===== src/design/i2c_cond_pkg.sv =====
// line drive struct, released constant and state types of the START, restart and STOP generators
`default_nettype none

package i2c_cond_pkg;

    // a 1 releases the line (pulled high) and a 0 drives it low
    typedef struct packed {
        logic scl;
        logic sda;
    } line_drive_t;

    localparam line_drive_t RELEASED = '{scl: 1'b1, sda: 1'b1};

    typedef enum logic [1:0] {
        START_IDLE,
        START_HOLD,
        START_DONE
    } start_state_t;

    typedef enum logic [2:0] {
        RESTART_IDLE,
        RESTART_SCL_LOW,
        RESTART_SETUP,
        RESTART_HOLD,
        RESTART_DONE
    } restart_state_t;

    typedef enum logic [1:0] {
        STOP_IDLE,
        STOP_SCL_LOW,
        STOP_SETUP,
        STOP_DONE
    } stop_state_t;

endpackage

`default_nettype wire


===== src/design/i2c_timing_pkg.sv =====
// period count width, count type and timing configuration struct for the I2C condition generators
`default_nettype none

package i2c_timing_pkg;

    localparam int CNT_W = 16;

    // one bus phase length in clock cycles
    typedef logic [CNT_W-1:0] count_t;

    // periods of the three timed phases, a value of 0 behaves as 1
    typedef struct packed {
        count_t scl_low;
        count_t setup;
        count_t hold;
    } i2c_timing_t;

endpackage

`default_nettype wire

===== src/design/i2c_cond_gen.sv =====
// top level joining the START, repeated START and STOP condition generators
`default_nettype none
`timescale 1ns/1ps

module i2c_cond_gen (
    input  wire                              clk,
    input  wire                              rst_n,
    input  wire i2c_timing_pkg::i2c_timing_t timing,
    input  wire                              scl_int,
    input  wire                              start_en,
    input  wire                              restart_en,
    input  wire                              stop_en,
    output logic                             start_sda,
    output i2c_cond_pkg::line_drive_t        restart_line,
    output i2c_cond_pkg::line_drive_t        stop_line,
    output logic                             start_done,
    output logic                             restart_done,
    output logic                             stop_done
);

    i2c_start_gen i_start_gen (
        .clk        (clk),
        .rst_n      (rst_n),
        .timing     (timing),
        .scl_int    (scl_int),
        .start_en   (start_en),
        .start_sda  (start_sda),
        .start_done (start_done)
    );

    i2c_restart_gen i_restart_gen (
        .clk          (clk),
        .rst_n        (rst_n),
        .timing       (timing),
        .scl_int      (scl_int),
        .restart_en   (restart_en),
        .restart_line (restart_line),
        .restart_done (restart_done)
    );

    i2c_stop_gen i_stop_gen (
        .clk       (clk),
        .rst_n     (rst_n),
        .timing    (timing),
        .scl_int   (scl_int),
        .stop_en   (stop_en),
        .stop_line (stop_line),
        .stop_done (stop_done)
    );

endmodule

`default_nettype wire


===== src/design/i2c_stop_gen.sv =====
// STOP condition FSM with SCL low and setup period counters
`default_nettype none
`timescale 1ns/1ps

module i2c_stop_gen (
    input  wire                              clk,
    input  wire                              rst_n,
    input  wire i2c_timing_pkg::i2c_timing_t timing,
    input  wire                              scl_int,
    input  wire                              stop_en,
    output i2c_cond_pkg::line_drive_t        stop_line,
    output logic                             stop_done
);

    i2c_cond_pkg::stop_state_t state, nx_state;
    logic low_load, setup_load;
    logic low_complete, setup_complete;

    i2c_period_counter i_scl_low_cnt (
        .clk      (clk),
        .rst_n    (rst_n),
        .load     (low_load),
        .en       (state == i2c_cond_pkg::STOP_SCL_LOW),
        .period   (timing.scl_low),
        .complete (low_complete)
    );

    i2c_period_counter i_setup_cnt (
        .clk      (clk),
        .rst_n    (rst_n),
        .load     (setup_load),
        .en       ((state == i2c_cond_pkg::STOP_SETUP) && scl_int),
        .period   (timing.setup),
        .complete (setup_complete)
    );

    always_ff @(posedge clk or negedge rst_n) begin
        if (!rst_n) begin
            state <= i2c_cond_pkg::STOP_IDLE;
        end else begin
            state <= nx_state;
        end
    end

    always_comb begin
        nx_state = state;
        if (!stop_en) begin
            nx_state = i2c_cond_pkg::STOP_IDLE;
        end else begin
            case (state)
                i2c_cond_pkg::STOP_IDLE: nx_state = i2c_cond_pkg::STOP_SCL_LOW;
                i2c_cond_pkg::STOP_SCL_LOW: begin
                    if (low_complete && !low_load) begin
                        nx_state = i2c_cond_pkg::STOP_SETUP;
                    end
                end
                i2c_cond_pkg::STOP_SETUP: begin
                    if (setup_complete && !setup_load) begin
                        nx_state = i2c_cond_pkg::STOP_DONE;
                    end
                end
                default: nx_state = i2c_cond_pkg::STOP_DONE;
            endcase
        end
    end

    // SDA rises while SCL is high, which is the STOP itself
    always_ff @(posedge clk or negedge rst_n) begin
        if (!rst_n) begin
            low_load   <= 1'b0;
            setup_load <= 1'b0;
            stop_line  <= i2c_cond_pkg::RELEASED;
            stop_done  <= 1'b0;
        end else begin
            low_load   <= (nx_state == i2c_cond_pkg::STOP_SCL_LOW) &&
                          (state != i2c_cond_pkg::STOP_SCL_LOW);
            setup_load <= (nx_state == i2c_cond_pkg::STOP_SETUP) &&
                          (state != i2c_cond_pkg::STOP_SETUP);
            stop_done  <= (nx_state == i2c_cond_pkg::STOP_DONE);
            case (nx_state)
                i2c_cond_pkg::STOP_SCL_LOW: stop_line <= '{scl: 1'b0, sda: 1'b0};
                i2c_cond_pkg::STOP_SETUP:   stop_line <= '{scl: 1'b1, sda: 1'b0};
                default:                    stop_line <= i2c_cond_pkg::RELEASED;
            endcase
        end
    end

endmodule

`default_nettype wire


===== src/design/i2c_restart_gen.sv =====
// repeated START FSM with SCL low, setup and hold period counters
`default_nettype none
`timescale 1ns/1ps

module i2c_restart_gen (
    input  wire                              clk,
    input  wire                              rst_n,
    input  wire i2c_timing_pkg::i2c_timing_t timing,
    input  wire                              scl_int,
    input  wire                              restart_en,
    output i2c_cond_pkg::line_drive_t        restart_line,
    output logic                             restart_done
);

    i2c_cond_pkg::restart_state_t state, nx_state;
    logic low_load, setup_load, hold_load;
    logic low_complete, setup_complete, hold_complete;

    i2c_period_counter i_scl_low_cnt (
        .clk      (clk),
        .rst_n    (rst_n),
        .load     (low_load),
        .en       (state == i2c_cond_pkg::RESTART_SCL_LOW),
        .period   (timing.scl_low),
        .complete (low_complete)
    );

    // setup time only runs while the sensed clock is high, so stretching extends it
    i2c_period_counter i_setup_cnt (
        .clk      (clk),
        .rst_n    (rst_n),
        .load     (setup_load),
        .en       ((state == i2c_cond_pkg::RESTART_SETUP) && scl_int),
        .period   (timing.setup),
        .complete (setup_complete)
    );

    i2c_period_counter i_hold_cnt (
        .clk      (clk),
        .rst_n    (rst_n),
        .load     (hold_load),
        .en       (state == i2c_cond_pkg::RESTART_HOLD),
        .period   (timing.hold),
        .complete (hold_complete)
    );

    always_ff @(posedge clk or negedge rst_n) begin
        if (!rst_n) begin
            state <= i2c_cond_pkg::RESTART_IDLE;
        end else begin
            state <= nx_state;
        end
    end

    always_comb begin
        nx_state = state;
        if (!restart_en) begin
            nx_state = i2c_cond_pkg::RESTART_IDLE;
        end else begin
            case (state)
                i2c_cond_pkg::RESTART_IDLE: nx_state = i2c_cond_pkg::RESTART_SCL_LOW;
                i2c_cond_pkg::RESTART_SCL_LOW: begin
                    if (low_complete && !low_load) begin
                        nx_state = i2c_cond_pkg::RESTART_SETUP;
                    end
                end
                i2c_cond_pkg::RESTART_SETUP: begin
                    if (setup_complete && !setup_load) begin
                        nx_state = i2c_cond_pkg::RESTART_HOLD;
                    end
                end
                i2c_cond_pkg::RESTART_HOLD: begin
                    if ((hold_complete && !hold_load) || !scl_int) begin
                        nx_state = i2c_cond_pkg::RESTART_DONE;
                    end
                end
                i2c_cond_pkg::RESTART_DONE: nx_state = i2c_cond_pkg::RESTART_DONE;
                default: nx_state = i2c_cond_pkg::RESTART_IDLE;
            endcase
        end
    end

    always_ff @(posedge clk or negedge rst_n) begin
        if (!rst_n) begin
            low_load     <= 1'b0;
            setup_load   <= 1'b0;
            hold_load    <= 1'b0;
            restart_line <= i2c_cond_pkg::RELEASED;
            restart_done <= 1'b0;
        end else begin
            low_load     <= (nx_state == i2c_cond_pkg::RESTART_SCL_LOW) &&
                            (state != i2c_cond_pkg::RESTART_SCL_LOW);
            setup_load   <= (nx_state == i2c_cond_pkg::RESTART_SETUP) &&
                            (state != i2c_cond_pkg::RESTART_SETUP);
            hold_load    <= (nx_state == i2c_cond_pkg::RESTART_HOLD) &&
                            (state != i2c_cond_pkg::RESTART_HOLD);
            restart_done <= (nx_state == i2c_cond_pkg::RESTART_DONE);
            case (nx_state)
                i2c_cond_pkg::RESTART_SCL_LOW: restart_line <= '{scl: 1'b0, sda: 1'b1};
                i2c_cond_pkg::RESTART_HOLD,
                i2c_cond_pkg::RESTART_DONE:    restart_line <= '{scl: 1'b1, sda: 1'b0};
                default:                       restart_line <= i2c_cond_pkg::RELEASED;
            endcase
        end
    end

endmodule

`default_nettype wire


===== src/design/i2c_start_gen.sv =====
// START condition FSM driving SDA low and timing the hold phase
`default_nettype none
`timescale 1ns/1ps

module i2c_start_gen (
    input  wire                              clk,
    input  wire                              rst_n,
    input  wire i2c_timing_pkg::i2c_timing_t timing,
    input  wire                              scl_int,
    input  wire                              start_en,
    output logic                             start_sda,
    output logic                             start_done
);

    i2c_cond_pkg::start_state_t state, nx_state;
    logic hold_load;
    logic hold_complete;

    i2c_period_counter i_hold_cnt (
        .clk      (clk),
        .rst_n    (rst_n),
        .load     (hold_load),
        .en       (state == i2c_cond_pkg::START_HOLD),
        .period   (timing.hold),
        .complete (hold_complete)
    );

    always_ff @(posedge clk or negedge rst_n) begin
        if (!rst_n) begin
            state <= i2c_cond_pkg::START_IDLE;
        end else begin
            state <= nx_state;
        end
    end

    // complete is stale during the load cycle, so it only counts once load has dropped
    always_comb begin
        nx_state = state;
        if (!start_en) begin
            nx_state = i2c_cond_pkg::START_IDLE;
        end else begin
            case (state)
                i2c_cond_pkg::START_IDLE: nx_state = i2c_cond_pkg::START_HOLD;
                i2c_cond_pkg::START_HOLD: begin
                    if ((hold_complete && !hold_load) || !scl_int) begin
                        nx_state = i2c_cond_pkg::START_DONE;
                    end
                end
                i2c_cond_pkg::START_DONE: nx_state = i2c_cond_pkg::START_DONE;
                default: nx_state = i2c_cond_pkg::START_IDLE;
            endcase
        end
    end

    always_ff @(posedge clk or negedge rst_n) begin
        if (!rst_n) begin
            hold_load  <= 1'b0;
            start_sda  <= 1'b1;
            start_done <= 1'b0;
        end else begin
            hold_load  <= (nx_state == i2c_cond_pkg::START_HOLD) &&
                          (state != i2c_cond_pkg::START_HOLD);
            start_sda  <= (nx_state == i2c_cond_pkg::START_IDLE);
            start_done <= (nx_state == i2c_cond_pkg::START_DONE);
        end
    end

endmodule

`default_nettype wire


===== src/design/i2c_period_counter.sv =====
// loadable down-counter with a sticky complete flag for one timed bus phase
`default_nettype none
`timescale 1ns/1ps

module i2c_period_counter (
    input  wire                    clk,
    input  wire                    rst_n,
    input  wire                    load,
    input  wire                    en,
    input  wire i2c_timing_pkg::count_t period,
    output logic                   complete
);

    i2c_timing_pkg::count_t cnt;

    always_ff @(posedge clk or negedge rst_n) begin
        if (!rst_n) begin
            cnt      <= '0;
            complete <= 1'b0;
        end else if (load) begin
            // a zero period still takes one counting cycle
            cnt      <= (period == '0) ? i2c_timing_pkg::count_t'(1) : period;
            complete <= 1'b0;
        end else if (en && !complete) begin
            if (cnt <= i2c_timing_pkg::count_t'(1)) begin
                cnt      <= '0;
                complete <= 1'b1;
            end else begin
                cnt <= cnt - 1'b1;
            end
        end
    end

endmodule

`default_nettype wire


===== config.mk =====
export PLATFORM = sky130hd
export DESIGN_NAME = i2c_cond_gen
export DESIGN_NICKNAME = d
export VERILOG_FILES = /design/src/design/i2c_cond_pkg.sv /design/src/design/i2c_timing_pkg.sv /design/src/design/i2c_cond_gen.sv /design/src/design/i2c_stop_gen.sv /design/src/design/i2c_restart_gen.sv /design/src/design/i2c_start_gen.sv /design/src/design/i2c_period_counter.sv
export SDC_FILE = /design/constraint.sdc
export NUM_CORES = 1
export LEC_CHECK = 0
export BUFFER_PORTS_ARGS = -buffer_cell sky130_fd_sc_hd__clkbuf_2
export CAP_MARGIN = 15
export CORE_MARGIN = 2
export CORE_UTILIZATION = 40
export DETAILED_ROUTE_END_ITERATION = 16
export GPL_ROUTABILITY_DRIVEN = 0
export SYNTH_ARGS = -nofsm -noshare
export SYNTH_HDL_FRONTEND = slang
export SYNTH_SLANG_ARGS = --single-unit
export TNS_END_PERCENT = 1

===== constraint.sdc =====
create_clock -name clk -period 3 [get_ports clk]
set_clock_uncertainty 0.15 [all_clocks]
set_input_delay 0.9 -clock clk [delete_from_list [all_inputs] [get_ports clk]]
set_output_delay 0.9 -clock clk [all_outputs]
set_load 0.1 [all_outputs]

## Yosys cells after proc, flatten, opt, wreduce, memory -nomap -nowiden

Cells that the tools add are included.

- Register bits: 123
- Output and inout bits: 8

- Add/sub/neg operators: 6
- Order comparisons: 6
- Equality and inequality tests: 23
- Multiplexer cells: 53
- Reduce and logical (&&, ||, !) cells: 61

Operators by type and width:

| cell | count |
|---|---|
| 16-bit 2-to-1 mux | 21 |
| 16-bit by 1-bit less-or-equal comparator with 1-bit output, second input constant | 6 |
| 16-bit by 1-bit subtractor with 16-bit output, second input constant | 6 |
| 16-bit logical NOT | 3 |
| 2-bit nonzero test | 12 |
| 1-bit logical AND | 20 |
| 1-bit 2-to-1 mux | 18 |
| 3-bit one-hot mux with 5 select lines | 1 |
| 1-bit logical NOT | 13 |
| 3-bit by 2-bit equality test with 1-bit output, second input constant | 4 |
| 3-bit 2-to-1 mux | 4 |
| 2-bit one-hot mux with 3 select lines | 2 |
| 2-bit AND reduction | 6 |
| 2-bit equality test, second input constant | 5 |
| 2-bit 2-to-1 mux | 5 |
| 2-bit by 1-bit equality test with 1-bit output, second input constant | 4 |
| 2-bit one-hot mux with 2 select lines | 2 |
| 3-bit by 1-bit equality test with 1-bit output, second input constant | 2 |
| 3-bit equality test, second input constant | 2 |
| 2-bit logical NOT | 3 |
| 3-bit by 2-bit inequality test with 1-bit output, second input constant | 2 |
| 2-bit by 1-bit inequality test with 1-bit output, second input constant | 2 |
| 3-bit logical NOT | 1 |
| 3-bit by 1-bit inequality test with 1-bit output, second input constant | 1 |
| other kinds (3) | 4 |

## Longest topological paths before layout

Gate-level depths: netlist (run 1).

- Depth after elaboration: 9
- Mapped depth: 9
- Mapped depth without buffers: 8

## Modules after synthesis

Synthesis (run 1) repeated with hierarchy kept, for this count alone.

- Cells, all modules: 880
- Area, all modules: 7801.2 um^2

Modules (own cells, without submodules):

| module | times used | cells each | area an instance (um^2) |
|---|---|---|---|
| i2c_period_counter (i_restart_gen.i_hold_cnt ...) | 3 | 133 | 1131.1 |
| i2c_period_counter (i_stop_gen.i_scl_low_cnt ...) | 2 | 133 | 1152.4 |
| i2c_period_counter (i_start_gen.i_hold_cnt) | 1 | 137 | 1167.4 |
| i2c_restart_gen | 1 | 37 | 432.9 |
| i2c_stop_gen | 1 | 25 | 309.0 |
| i2c_start_gen | 1 | 16 | 193.9 |

## Worst setup path before layout (run 1)

No wires, ideal clock.

- Path type: register to register
- From: register i_restart_gen.i_scl_low_cnt.cnt[8]
- To: register i_restart_gen.i_scl_low_cnt.cnt[4]
- Data arrival time: 2.313 ns
- Data required time: 2.717 ns
- Slack: 0.404 ns
- Stages on the path, launching flop included: 8
- Period minus slack after synthesis: 2.596 ns
- Path through: dfrtp_1 > or4_4 > or3_1 > buf_6 > or4_4 > a21o_1 > a211oi_1 > a21oi_1

- Word-level cells in the longest chain between the ends: 4

RTL lines:

| what | line | RTL |
|---|---|---|
| from (decl) | i2c_period_counter.sv:14 | `i2c_timing_pkg::count_t cnt;` |
| from (signal assigned) | i2c_period_counter.sv:22 | `cnt <= (period == '0) ? i2c_timing_pkg::count_t'(1) : period;` |
| from (signal assigned) | i2c_period_counter.sv:29 | `cnt <= cnt - 1'b1;` |
| 16-bit by 1-bit less-or-equal comparator with 1-bit output | i2c_period_counter.sv:25 | `if (cnt <= i2c_timing_pkg::count_t'(1)) begin` |
| 16-bit 2-to-1 mux | i2c_period_counter.sv:25 |  |
| 16-bit 2-to-1 mux | i2c_period_counter.sv:24 | `end else if (en && !complete) begin` |
| 16-bit 2-to-1 mux | i2c_period_counter.sv:20 | `end else if (load) begin` |

No other way between the ends. The select of a mux whose other input is x is not followed.
A chain may end at the register's enable or synchronous reset.

## Final worst setup path (run 1)

- From: register i_stop_gen.i_setup_cnt.cnt[8]
- To: register i_stop_gen.i_setup_cnt.cnt[6]

- Word-level cells in the longest chain between the ends: 4

RTL lines:

| what | line |
|---|---|
| from (decl) | i2c_period_counter.sv:14 |
| from (signal assigned) | i2c_period_counter.sv:22 |
| from (signal assigned) | i2c_period_counter.sv:29 |
| 16-bit by 1-bit less-or-equal comparator with 1-bit output | i2c_period_counter.sv:25 |
| 16-bit 2-to-1 mux | i2c_period_counter.sv:25 |
| 16-bit 2-to-1 mux | i2c_period_counter.sv:24 |
| 16-bit 2-to-1 mux | i2c_period_counter.sv:20 |

No other way between the ends. The select of a mux whose other input is x is not followed.

==> metrics.md, run 1 <==
| Metric | Value |
|---|---|
| Clk buf depth | `2` |
| Post-Syn Instances | `860` |
| Most frequent cell after synthesis | `dfrtp_1` |
| Worst vdd ir | `0.0003886 V` |
| Fmax | `358.1 MHz` |
| Final wirelength | `19.22 mm` |
| CP Data Required Time | `3.14 ns` |
| Die area | `19470 um2` |
| Final setup TNS | `0 ns` |
| CP peak stage delay | `0.57 ns` |
| Leak | `3.524 nW` |
| Top Family by Delay on Critical Path | `simple AND/OR/NAND/NOR gates` |
| N_diodes | `0` |
| CTS sink count | `123` |
| Layout cells sized above 1 | `16.76%` |
| PwrDens | `527.8 nW/um2` |
| Fillers | `1767` |
| Post-CTS Setup Inserts | `0` |
| Mean routed wirelength per cell | `16.48 um` |
| Critical path endpoint category | `flip-flop` |
| Crit-path cells | `or4_1 > or4_1 > o31ai_4 > nor2_1 > a222oi_1 > inv_1` |
| CTS tree | `yes` |
| Initial Utilization | `40.77%` |
| Area after DPL | `8004 um2` |
| Synth area leaders | `dfrtp_1 (40%), o21ai_0 (5.7%), a21oi_1 (5.2%)` |
| Hold Fails Final Rpt | `0` |
| Total chip power | `4.532 mW` |
| Buf/Inv on CP | `1` |
| Synthesis-stage register bit count | `123` |
| Port bufs | `61` |
| Via Count | `6691` |
| Vias in the first global route | `6175` |
| Synth-to-Final Area Change | `16.84%` |
| Status | `finished clean` |
| Most used cell along the critical path | `or4_1` |
| Clock-pin slew on the worst setup and hold paths | `0.05 ns` |
| Worst EP arrival | `2.93 ns` |
| GR Overflow Total | `0` |
| First-pass GRT wire length | `32.37 mm` |
| Die height | `139.6 um` |
| Max_slew headroom | `52.77%` |
| Post-synthesis async set-or-reset flop share | `100.0%` |
| Post-synth EDFFs | `0` |
| RSZ-0062 raised after global routing | `false` |
| Syn Area/Cell | `8.546 um2` |
| Slowest-stage cell, CP | `or4_1` |
| Antenna Nets Post-Route | `0` |
| GRT Util Overall | `20.40%` |
| DRC Markers | `0` |
| Setup violations, final | `0` |
| Max Cap Violations | `0` |
| Largest net degree at the start of global routing | `45` |
| Yosys top cell area share | `40.18%` |
| Post-synth top area cell | `dfrtp_1` |
| Sequential share of the synthesized area | `41.96%` |
| Final Cycle Share | `93.08%` |
| CP Class | `flip-flop to flip-flop` |
| Worst min-delay path category | `input port to async pin` |
| Vias per std cell | `5.738` |
| CTS root buf | `clkbuf_16` |
| TritonRoute pass-1 iters | `5` |
| Most used DFF post-synth | `dfrtp_1` |
| Detail Placement HPWL | `13.71 mm` |
| Core Region | `18020 um2` |
| Max H-tree Level | `4` |
| Placement Rows | `49` |
| Fin crit period | `2.793 ns` |
| Worst-Margin Slew | `0.7031 ns` |
| Mapped cell area | `7350 um2` |
| DR iter-0 viols | `399` |
| Die X | `139.6 um` |
| Worst skew pair latency | `0.42 ns` |
| Syn_nets | `929` |
| IO Count | `62` |
| Max-slew violations | `0` |
| Final Core Density | `47.64%` |
| Fin nets | `993` |
| Antenna violations before repair | `1` |
| TritonCTS buffer count | `17` |
| Placed cell count | `1134` |
| Non-Filler Instances | `1166` |
| Syn. warnings | `0` |
| Most frequent cells after synthesis | `dfrtp_1 (118), o21ai_0 (84), a21oi_1 (76), nand2_1 (74), nor2_1 (69)` |
| Hold_buf cts | `0` |
| Crit path max fanout | `13` |
| Startpoint types | `flip-flop` |
| Post-CTS sizing | `0` |
| Synth unique cells | `68` |
| Post-Layout Inst Area | `8587 um2` |
## report_power, final
group | total (mW) | internal [mW] | switching (mW)
Clock | 2.03 | 1.30 | 0.723
Sequential | 1.94 | 1.79 | 0.153
Combinational | 0.563 | 0.226 | 0.338
Total | 4.53 | 3.32 | 1.21
## logic make-up (layout without fill, tap and decap cells)
kind of cell	Yosys count	count (layout)	synth area share, %
adder cells (fa/ha/maj)	15	15	2.554
AO/OA/AOI/OAI	263	263	22.57
buffers and inverters	88	165	4.767
multiplexers	17	17	2.452
XOR/XNOR	1	1	0.1192
AND/OR/NAND/NOR	353	353	25.57
flip-flops	123	123	41.96
## routing by layer
layer | share of wire (%) | track usage [%] | vias up
met4 | 0.61 | 3.579 | 2
met1 | 51 | 30.67 | 3207
li1 | - | - | 3335
met5 | 0.068 | 0 | -
met2 | 45 | 30.55 | 134
met3 | 4.1 | 4.611 | 13
## registers in the layout (all words and copies together), names as in the netlist, 2 cells and up
name	flops
i_restart_gen.i_hold_cnt.cnt	16
i_restart_gen.i_scl_low_cnt.cnt	16
i_restart_gen.i_setup_cnt.cnt	16
i_restart_gen.restart_line	2
i_restart_gen.state	3
i_start_gen.i_hold_cnt.cnt	16
i_start_gen.state	2
i_stop_gen.i_scl_low_cnt.cnt	16
i_stop_gen.i_setup_cnt.cnt	16
i_stop_gen.state	2
i_stop_gen.stop_line	2
## cell usage in the layout (no fill, tap or decap), drive strengths merged, types with 5 or more instances in the layout
master / count
o21ai: 86
o21a: 5
o41ai: 6
or4: 22
mux2i: 9
ha: 15
nand2b: 8
nor3b: 6
dfstp: 5
o31ai: 10
nand3: 15
inv: 39
a21oi: 76
or3: 13
a211oi: 14
nand3b: 7
nor3: 59
nand2: 74
or2: 6
and2: 5
a221o: 12
nor2b: 9
nor2: 69
mux2: 8
buf: 34
clkbuf: 85
a22oi: 17
nor4: 39
dfrtp: 118
## cell type report
| cell class | count | area [um2] | area share, % |
|---|---|---|---|
| multi-input combinational | 649 | 3915 | 45.59 |
| sequential | 123 | 3084 | 35.92 |
| timing repair buffer | 94 | 571.8 | 6.659 |
| clock buffer | 25 | 495.5 | 5.770 |
| tap | 229 | 286.5 | 3.337 |
| inverter | 39 | 146.4 | 1.705 |
| clock inverter | 7 | 87.58 | 1.020 |
## metrics by stage
step / hold WS (ns) / setup WS, ns
final: 0.2399 / 0.2075
after global routing: 0.2569 / 0.01227
after CTS: 0.2495 / 0.2053
after detailed placement: 0.3487 / 0.2186
after global placement: 0.3445 / 0.2617
after floorplan: 0.3226 / 0.4045
## final timing paths
path	from	to	slack, ns	depth (start not counted)
max	i_stop_gen.i_setup_cnt.cnt[8]	i_stop_gen.i_setup_cnt.cnt[6]	0.21	6
min	rst_n	i_start_gen.i_hold_cnt.cnt[9]	0.24	1
min reg2reg	i_restart_gen.i_hold_cnt.cnt[12]	i_restart_gen.i_hold_cnt.cnt[12]	0.36	1
max reg2reg	i_stop_gen.i_setup_cnt.cnt[8]	i_stop_gen.i_setup_cnt.cnt[6]	0.21	6
max in group asynchronous	rst_n	i_start_gen.start_sda	1.76	2
min in group clk	i_restart_gen.i_hold_cnt.cnt[12]	i_restart_gen.i_hold_cnt.cnt[12]	0.36	1
(Power assumes the default switching activity.)
==> inputs of run 2 (changes only) <==
- ABC_AREA: not set -> 1
==> metrics.md, run 2 <==
| Metric | Value |
|---|---|
| DR iter-0 viols | `389` |
| Detail Placement HPWL | `16.07 mm` |
| Via Count | `7818` |
| Die X | `148.5 um` |
| Mapped cell area | `8352 um2` |
| Simple-gate portion of the synthesized area | `37.50%` |
| Most frequent cells after synthesis | `nand2_1 (342), nor2_1 (234), inv_1 (123), dfrtp_1 (118), a21oi_1 (105)` |
| Post-CTS Setup Inserts | `0` |
| Clk buf depth | `2` |
| Max Cap Violations | `0` |
| Port bufs | `61` |
| Syn_nets | `1315` |
| Most frequent cell after synthesis | `nand2_1` |
| Worst vdd ir | `0.0003568 V` |
| Synthesis-stage register bit count | `123` |
| Max_slew headroom | `55.66%` |
| Top Family by Delay on Critical Path | `flip-flops` |
| Worst-Margin Slew | `0.6651 ns` |
| Final Core Density | `46.49%` |
| Leak | `4.795 nW` |
| IO Count | `62` |
| Crit-path cells | `clkbuf_2` |
| Critical path endpoint category | `output pin` |
| Die height | `148.5 um` |
| N_diodes | `0` |
| RSZ-0062 raised after global routing | `false` |
| First-pass GRT wire length | `36.45 mm` |
| Post-synthesis xor/xnor area fraction | `2.517%` |
| CTS sink count | `123` |
| Synth unique cells | `48` |
| Layout cells sized above 1 | `13.13%` |
| Die area | `22050 um2` |
| Antenna Nets Post-Route | `0` |
| Total chip power | `5.675 mW` |
| GR Overflow Total | `0` |
| Fmax | `403.3 MHz` |
| Most used DFF post-synth | `dfrtp_1` |
| Worst skew pair latency | `0.43 ns` |
| Buf/Inv on CP | `1` |
| Leading cell type in the layout, fill and taps excluded | `nand2_1` |
| Mean routed wirelength per cell | `13.75 um` |
| Syn Area/Cell | `6.703 um2` |
| Slowest-stage cell, CP | `dfstp_2` |
| Commonest non-fill, non-tap cells in the layout | `nand2_1 (342), nor2_1 (234), inv_1 (123)` |
| Cell internal pwr | `3.688 mW` |
| Final Cycle Share | `82.65%` |
| Placement Rows | `52` |
| Crit path depth | `1` |
| Final wirelength | `21.83 mm` |
| Sequential share of the synthesized area | `36.93%` |
| Largest net degree at the start of global routing | `48` |
| Hold Fails Final Rpt | `0` |
| Mux contribution to synthesized area | `0%` |
| CP Data Required Time | `1.95 ns` |
| TritonCTS buffer count | `17` |
| Yosys top cell area share | `35.36%` |
| CTS root buf | `clkbuf_16` |
| Largest family of logic cells by synthesized area | `simple AND/OR/NAND/NOR gates` |
| Switching Fraction | `35.01%` |
| Post-Synth Adder-Cell Area | `2.247%` |
| Post-synth EDFFs | `0` |
| Status | `finished clean` |
| Core Region | `20360 um2` |
| Crit path max fanout | `1` |
| Max-slew violations | `0` |
| Synth area leaders | `dfrtp_1 (35%), nand2_1 (15%), nor2_1 (11%)` |
| Final setup TNS | `0 ns` |
| CTS tree | `yes` |
| Worst EP arrival | `1.43 ns` |
| Hold_buf cts | `0` |
| Initial Utilization | `41.01%` |
| PwrDens | `599.5 nW/um2` |
| Logic pwr share | `25.5%` |
| Post-Syn Instances | `1246` |
| Antenna violations before repair | `0` |
| Post-synth top area cell | `dfrtp_1` |
| Synth-to-Final Area Change | `13.35%` |
| GRT Util Overall | `20.66%` |
| Synth Area in Compound Gates | `12.57%` |
| DRC Markers | `0` |
| Vias per std cell | `4.923` |
| Max H-tree Level | `4` |
| Fin crit period | `2.480 ns` |
| CP Class | `flip-flop to output pin` |
| Post-synthesis async set-or-reset flop share | `100.0%` |
| Setup violations, final | `0` |
| Vias in the first global route | `7379` |
| CP peak stage delay | `0.54 ns` |
| Syn. warnings | `0` |
| Startpoint types | `flip-flop` |
| FF-to-FF path depth | `7` |
| Switch Pwr | `1.987 mW` |
| Share of power burned in registers | `39.6%` |
| Clk network pwr share | `34.9%` |
| Fin nets | `1374` |
| TritonRoute pass-1 iters | `5` |
| Worst min-delay path category | `input port to async pin` |
| Post-CTS sizing | `0` |
| Clock-pin slew on the worst setup and hold paths | `0.06 ns` |
==> run 2: cell types whose count changed after synthesis, sizes merged, moves of 33 or more <==
| cell | change |
|---|---|
| nor4 | -39 |
| nand3 | +65 |
| nand2 | +286 |
| clkbuf | -33 |
| inv | +100 |
| nor2 | +186 |
| nor3 | -53 |
==> run 2: area by class of cell <==
| class | instances | area, um2 |
|---|---|---|
| clock buffer | 24 | 491.7 |
| clock inverter | 8 | 67.56 |
| fill | 2151 | 10900 |
| inverter | 140 | 531.8 |
| multi-input combinational | 957 | 4579 |
| sequential | 123 | 3084 |
| tap | 270 | 337.8 |
| timing repair buffer | 66 | 374.1 |
==> run 2: path summary, 6_finish.rpt <==
| check | slack [ns] | to | startpoint |
|---|---|---|---|
| hold / removal | 0.25 | i_start_gen.state[1] | rst_n |
| setup / recovery | 0.52 | stop_line[0] | i_stop_gen.stop_line[0] |
| max in group asynchronous | 1.81 | i_restart_gen.restart_line[1] | rst_n |
| min in group clk | 0.29 | i_start_gen.hold_load | i_start_gen.state[0] |
| setup reg to reg | 0.85 | i_stop_gen.setup_load | i_stop_gen.setup_load |
| hold reg to reg | 0.29 | i_start_gen.hold_load | i_start_gen.state[0] |
==> run 2: metal layers <==
layer  vias to the layer above  global-route usage (%)  wire length (um)  share of wire (%)
li1                       4085                       -                 -                  -
met2                        98                   33.56             10150                 46
met4                         0                   6.429               298                1.4
met3                        25                   3.712               655                3.0
met5                         -                       0                 0                  0
met1                      3610                   28.14             10730                 49
==> run 2: cell families (layout without fill, tap and decap cells) <==
| logic type | count (synthesis) | count (layout) |
|---|---|---|
| buffers and inverters | 166 | 238 |
| adders and majority gates | 15 | 15 |
| xor gates and xnor gates | 24 | 24 |
| and+or+nand+nor | 726 | 726 |
| AOI/OAI and AO/OA | 192 | 192 |
| DFF | 123 | 123 |
==> run 2: stage by stage <==
step	instance area (um2)	hold slack, ns	setup WS (ns)	cells
floorplan	8352	0.2588	1.067	1246
global placement	8907	0.2792	0.5453	1556
detailed placement	8907	0.2774	0.5002	1556
CTS	9467	0.2694	0.5053	1588
global route	9467	0.2984	0.4918	1588
finish	9467	0.2503	0.5204	1588
==> run 2: power by group through the flow <==
stage               combinational [mW]  clock [mW]  sequential [mW]
floorplan                         1.11           0             2.22
global placement                  1.42           0             2.27
detailed placement                1.45           0             2.26
CTS                               1.45        2.02             2.24
finish                            1.44        1.98             2.25
global route                      1.68        2.08             2.29
==> inputs of run 3 (changes only) <==
- clock period: 3 -> 2 ns (I/O delays scaled with it)
==> metrics.md, run 3 (synthesis gave the netlist of run 2 again) <==
| Metric | Value |
|---|---|
| GR Overflow Total | `0` |
| GRT Util Overall | `20.53%` |
| Switching Fraction | `34.74%` |
| Mean routed wirelength per cell | `13.43 um` |
| Commonest non-fill, non-tap cells in the layout | `nand2_1 (342), nor2_1 (233), inv_1 (123)` |
| Logic pwr share | `25.8%` |
| Hold path cells | `3` |
| Crit path max fanout | `1` |
| Status | `finished clean` |
| Crit path depth | `1` |
| Max H-tree Level | `4` |
| Antenna Nets Post-Route | `0` |
| Switch Pwr | `2.966 mW` |
| Slowest-stage cell, CP | `clkbuf_2` |
| Worst r2r src | `i_stop_gen.setup_load` |
| Buf/Inv on CP | `1` |
| TritonCTS buffer count | `17` |
| Die height | `148.5 um` |
| Max Cap Violations | `0` |
| Setup ws final | `0.07084 ns` |
| Share of power burned in registers | `39.4%` |
| CP Class | `flip-flop to output pin` |
| CP peak stage delay | `0.44 ns` |
| Vias in the first global route | `7423` |
| Leading cell type in the layout, fill and taps excluded | `nand2_1` |
| Startpoint types | `flip-flop` |
| Port bufs | `61` |
| Leak | `4.874 nW` |
| CP Data Required Time | `1.25 ns` |
| Setup violations, final | `0` |
| Vias per std cell | `4.923` |
| Fin crit period | `1.929 ns` |
| Largest net degree at the start of global routing | `40` |
| Final wirelength | `21.49 mm` |
| Pre-CTS setup slack | `0.1234 ns` |
| Clock-pin slew on the worst setup and hold paths | `0.05 ns` |
| Detail Placement HPWL | `16.07 mm` |
| Worst skew pair latency | `0.42 ns` |
| Critical path endpoint category | `output pin` |
| Worst min-delay path category | `input port to flip-flop` |
| Fillers | `2035` |
| Initial Utilization | `41.01%` |
| Clk buf depth | `2` |
| Worst vdd ir | `0.0005081 V` |
| Core Region | `20360 um2` |
| Final setup TNS | `0 ns` |
| Hold Fails Final Rpt | `0` |
| Post-CTS Setup Inserts | `0` |
| Worst EP arrival | `1.18 ns` |
| CTS sink count | `123` |
| Clk network pwr share | `34.8%` |
| Antenna violations before repair | `0` |
| Top Family by Delay on Critical Path | `buffers and inverters` |
| First-pass GRT wire length | `36.51 mm` |
| CTS root buf | `clkbuf_16` |
| Final Cycle Share | `96.46%` |
| Layout cells sized above 1 | `13.83%` |
| Via Count | `7877` |
| IO Count | `62` |
| Cell internal pwr | `5.571 mW` |
| Crit path from | `i_start_gen.start_done` |
| Worst-Margin Slew | `0.5379 ns` |
| N_diodes | `0` |
| FF-to-FF path depth | `7` |
| Synth-to-Final Area Change | `15.49%` |
| Fmax | `518.4 MHz` |
| Max_slew headroom | `64.29%` |
| DRC Markers | `0` |
| Die X | `148.5 um` |
| Placed cell count | `1567` |
| RSZ-0062 raised after global routing | `false` |
| Worst Hold Launch | `start_en` |
| Max-slew violations | `0` |
| PwrDens | `885.0 nW/um2` |
| CTS tree | `yes` |
| Placement Rows | `52` |
| Non-Filler Instances | `1600` |
| Die area | `22050 um2` |
| Crit-path cells | `clkbuf_2` |
| TritonRoute pass-1 iters | `5` |
| Fin nets | `1386` |
| DR iter-0 viols | `391` |
run 3: changes by cell type in the layout (fill, tap and decap cells not counted), sizes merged:
cell         before  now
buf               6   22
clkbuf           84   80
clkinv            7    5
clkinvlp          1    2
dlygate4sd3       0    1
run 3: metal layers:
metal	GRT usage [%]	share of wire, %	wire length [um]
met5	0	0	0
met4	5.667	1.1	233
met3	4.110	4.6	989
met2	32.75	46	9819
met1	28.48	49	10450
run 3: stage by stage:
step / hold slack, ns / total power, mW / instance area (um2) / util (%)
6_report: 0.2645 / 8.537 / 9646 / 47.36
5_1_grt: 0.2772 / 9.138 / 9646 / 47.36
4_1_cts: 0.2505 / 8.603 / 9641 / 47.34
3_5_place_dp: 0.2745 / 5.585 / 9065 / 44.51
3_3_place_gp: 0.2838 / 5.558 / 9065 / 44.51
2_1_floorplan: 0.1544 / 4.988 / 8352 / -
run 3: worst paths after layout:
kind                       slack (ns)                            end
setup / recovery                 0.07                     start_done
hold / removal                   0.26           i_start_gen.state[0]
setup reg to reg                 0.20          i_stop_gen.setup_load
hold reg to reg                  0.29          i_start_gen.hold_load
max in group asynchronous        0.58  i_restart_gen.restart_line[0]
min in group asynchronous        0.47  i_start_gen.i_hold_cnt.cnt[1]
run 3: cell type report:
type / instances / area [um2] / area share [%]
clock buffers: 25 / 495.5 / 5.137
repair buffers: 78 / 546.8 / 5.669
clock inverters: 7 / 65.06 / 0.6745
flip-flops and latches: 123 / 3084 / 31.98
inverters: 140 / 534.3 / 5.539
well taps: 270 / 337.8 / 3.502
multi-input cells: 957 / 4582 / 47.50
run 3: power groups by stage:
stage | combinational (mW) | clock (mW) | sequential (mW)
after floorplan | 1.67 | 0 | 3.32
after global placement | 2.17 | 0 | 3.39
after detailed placement | 2.20 | 0 | 3.38
after CTS | 2.21 | 3.04 | 3.35
after global routing | 2.56 | 3.15 | 3.43
final | 2.20 | 2.97 | 3.36
run 3: repair_timing:
| action | 4_1_cts | 5_1_grt |
|---|---|---|
| resized for setup | 2 | 2 |
| endpoints found under the setup margin | 2 | 2 |
| endpoints found under the hold margin | 26 | 0 |
| hold buffers | 1 | 0 |
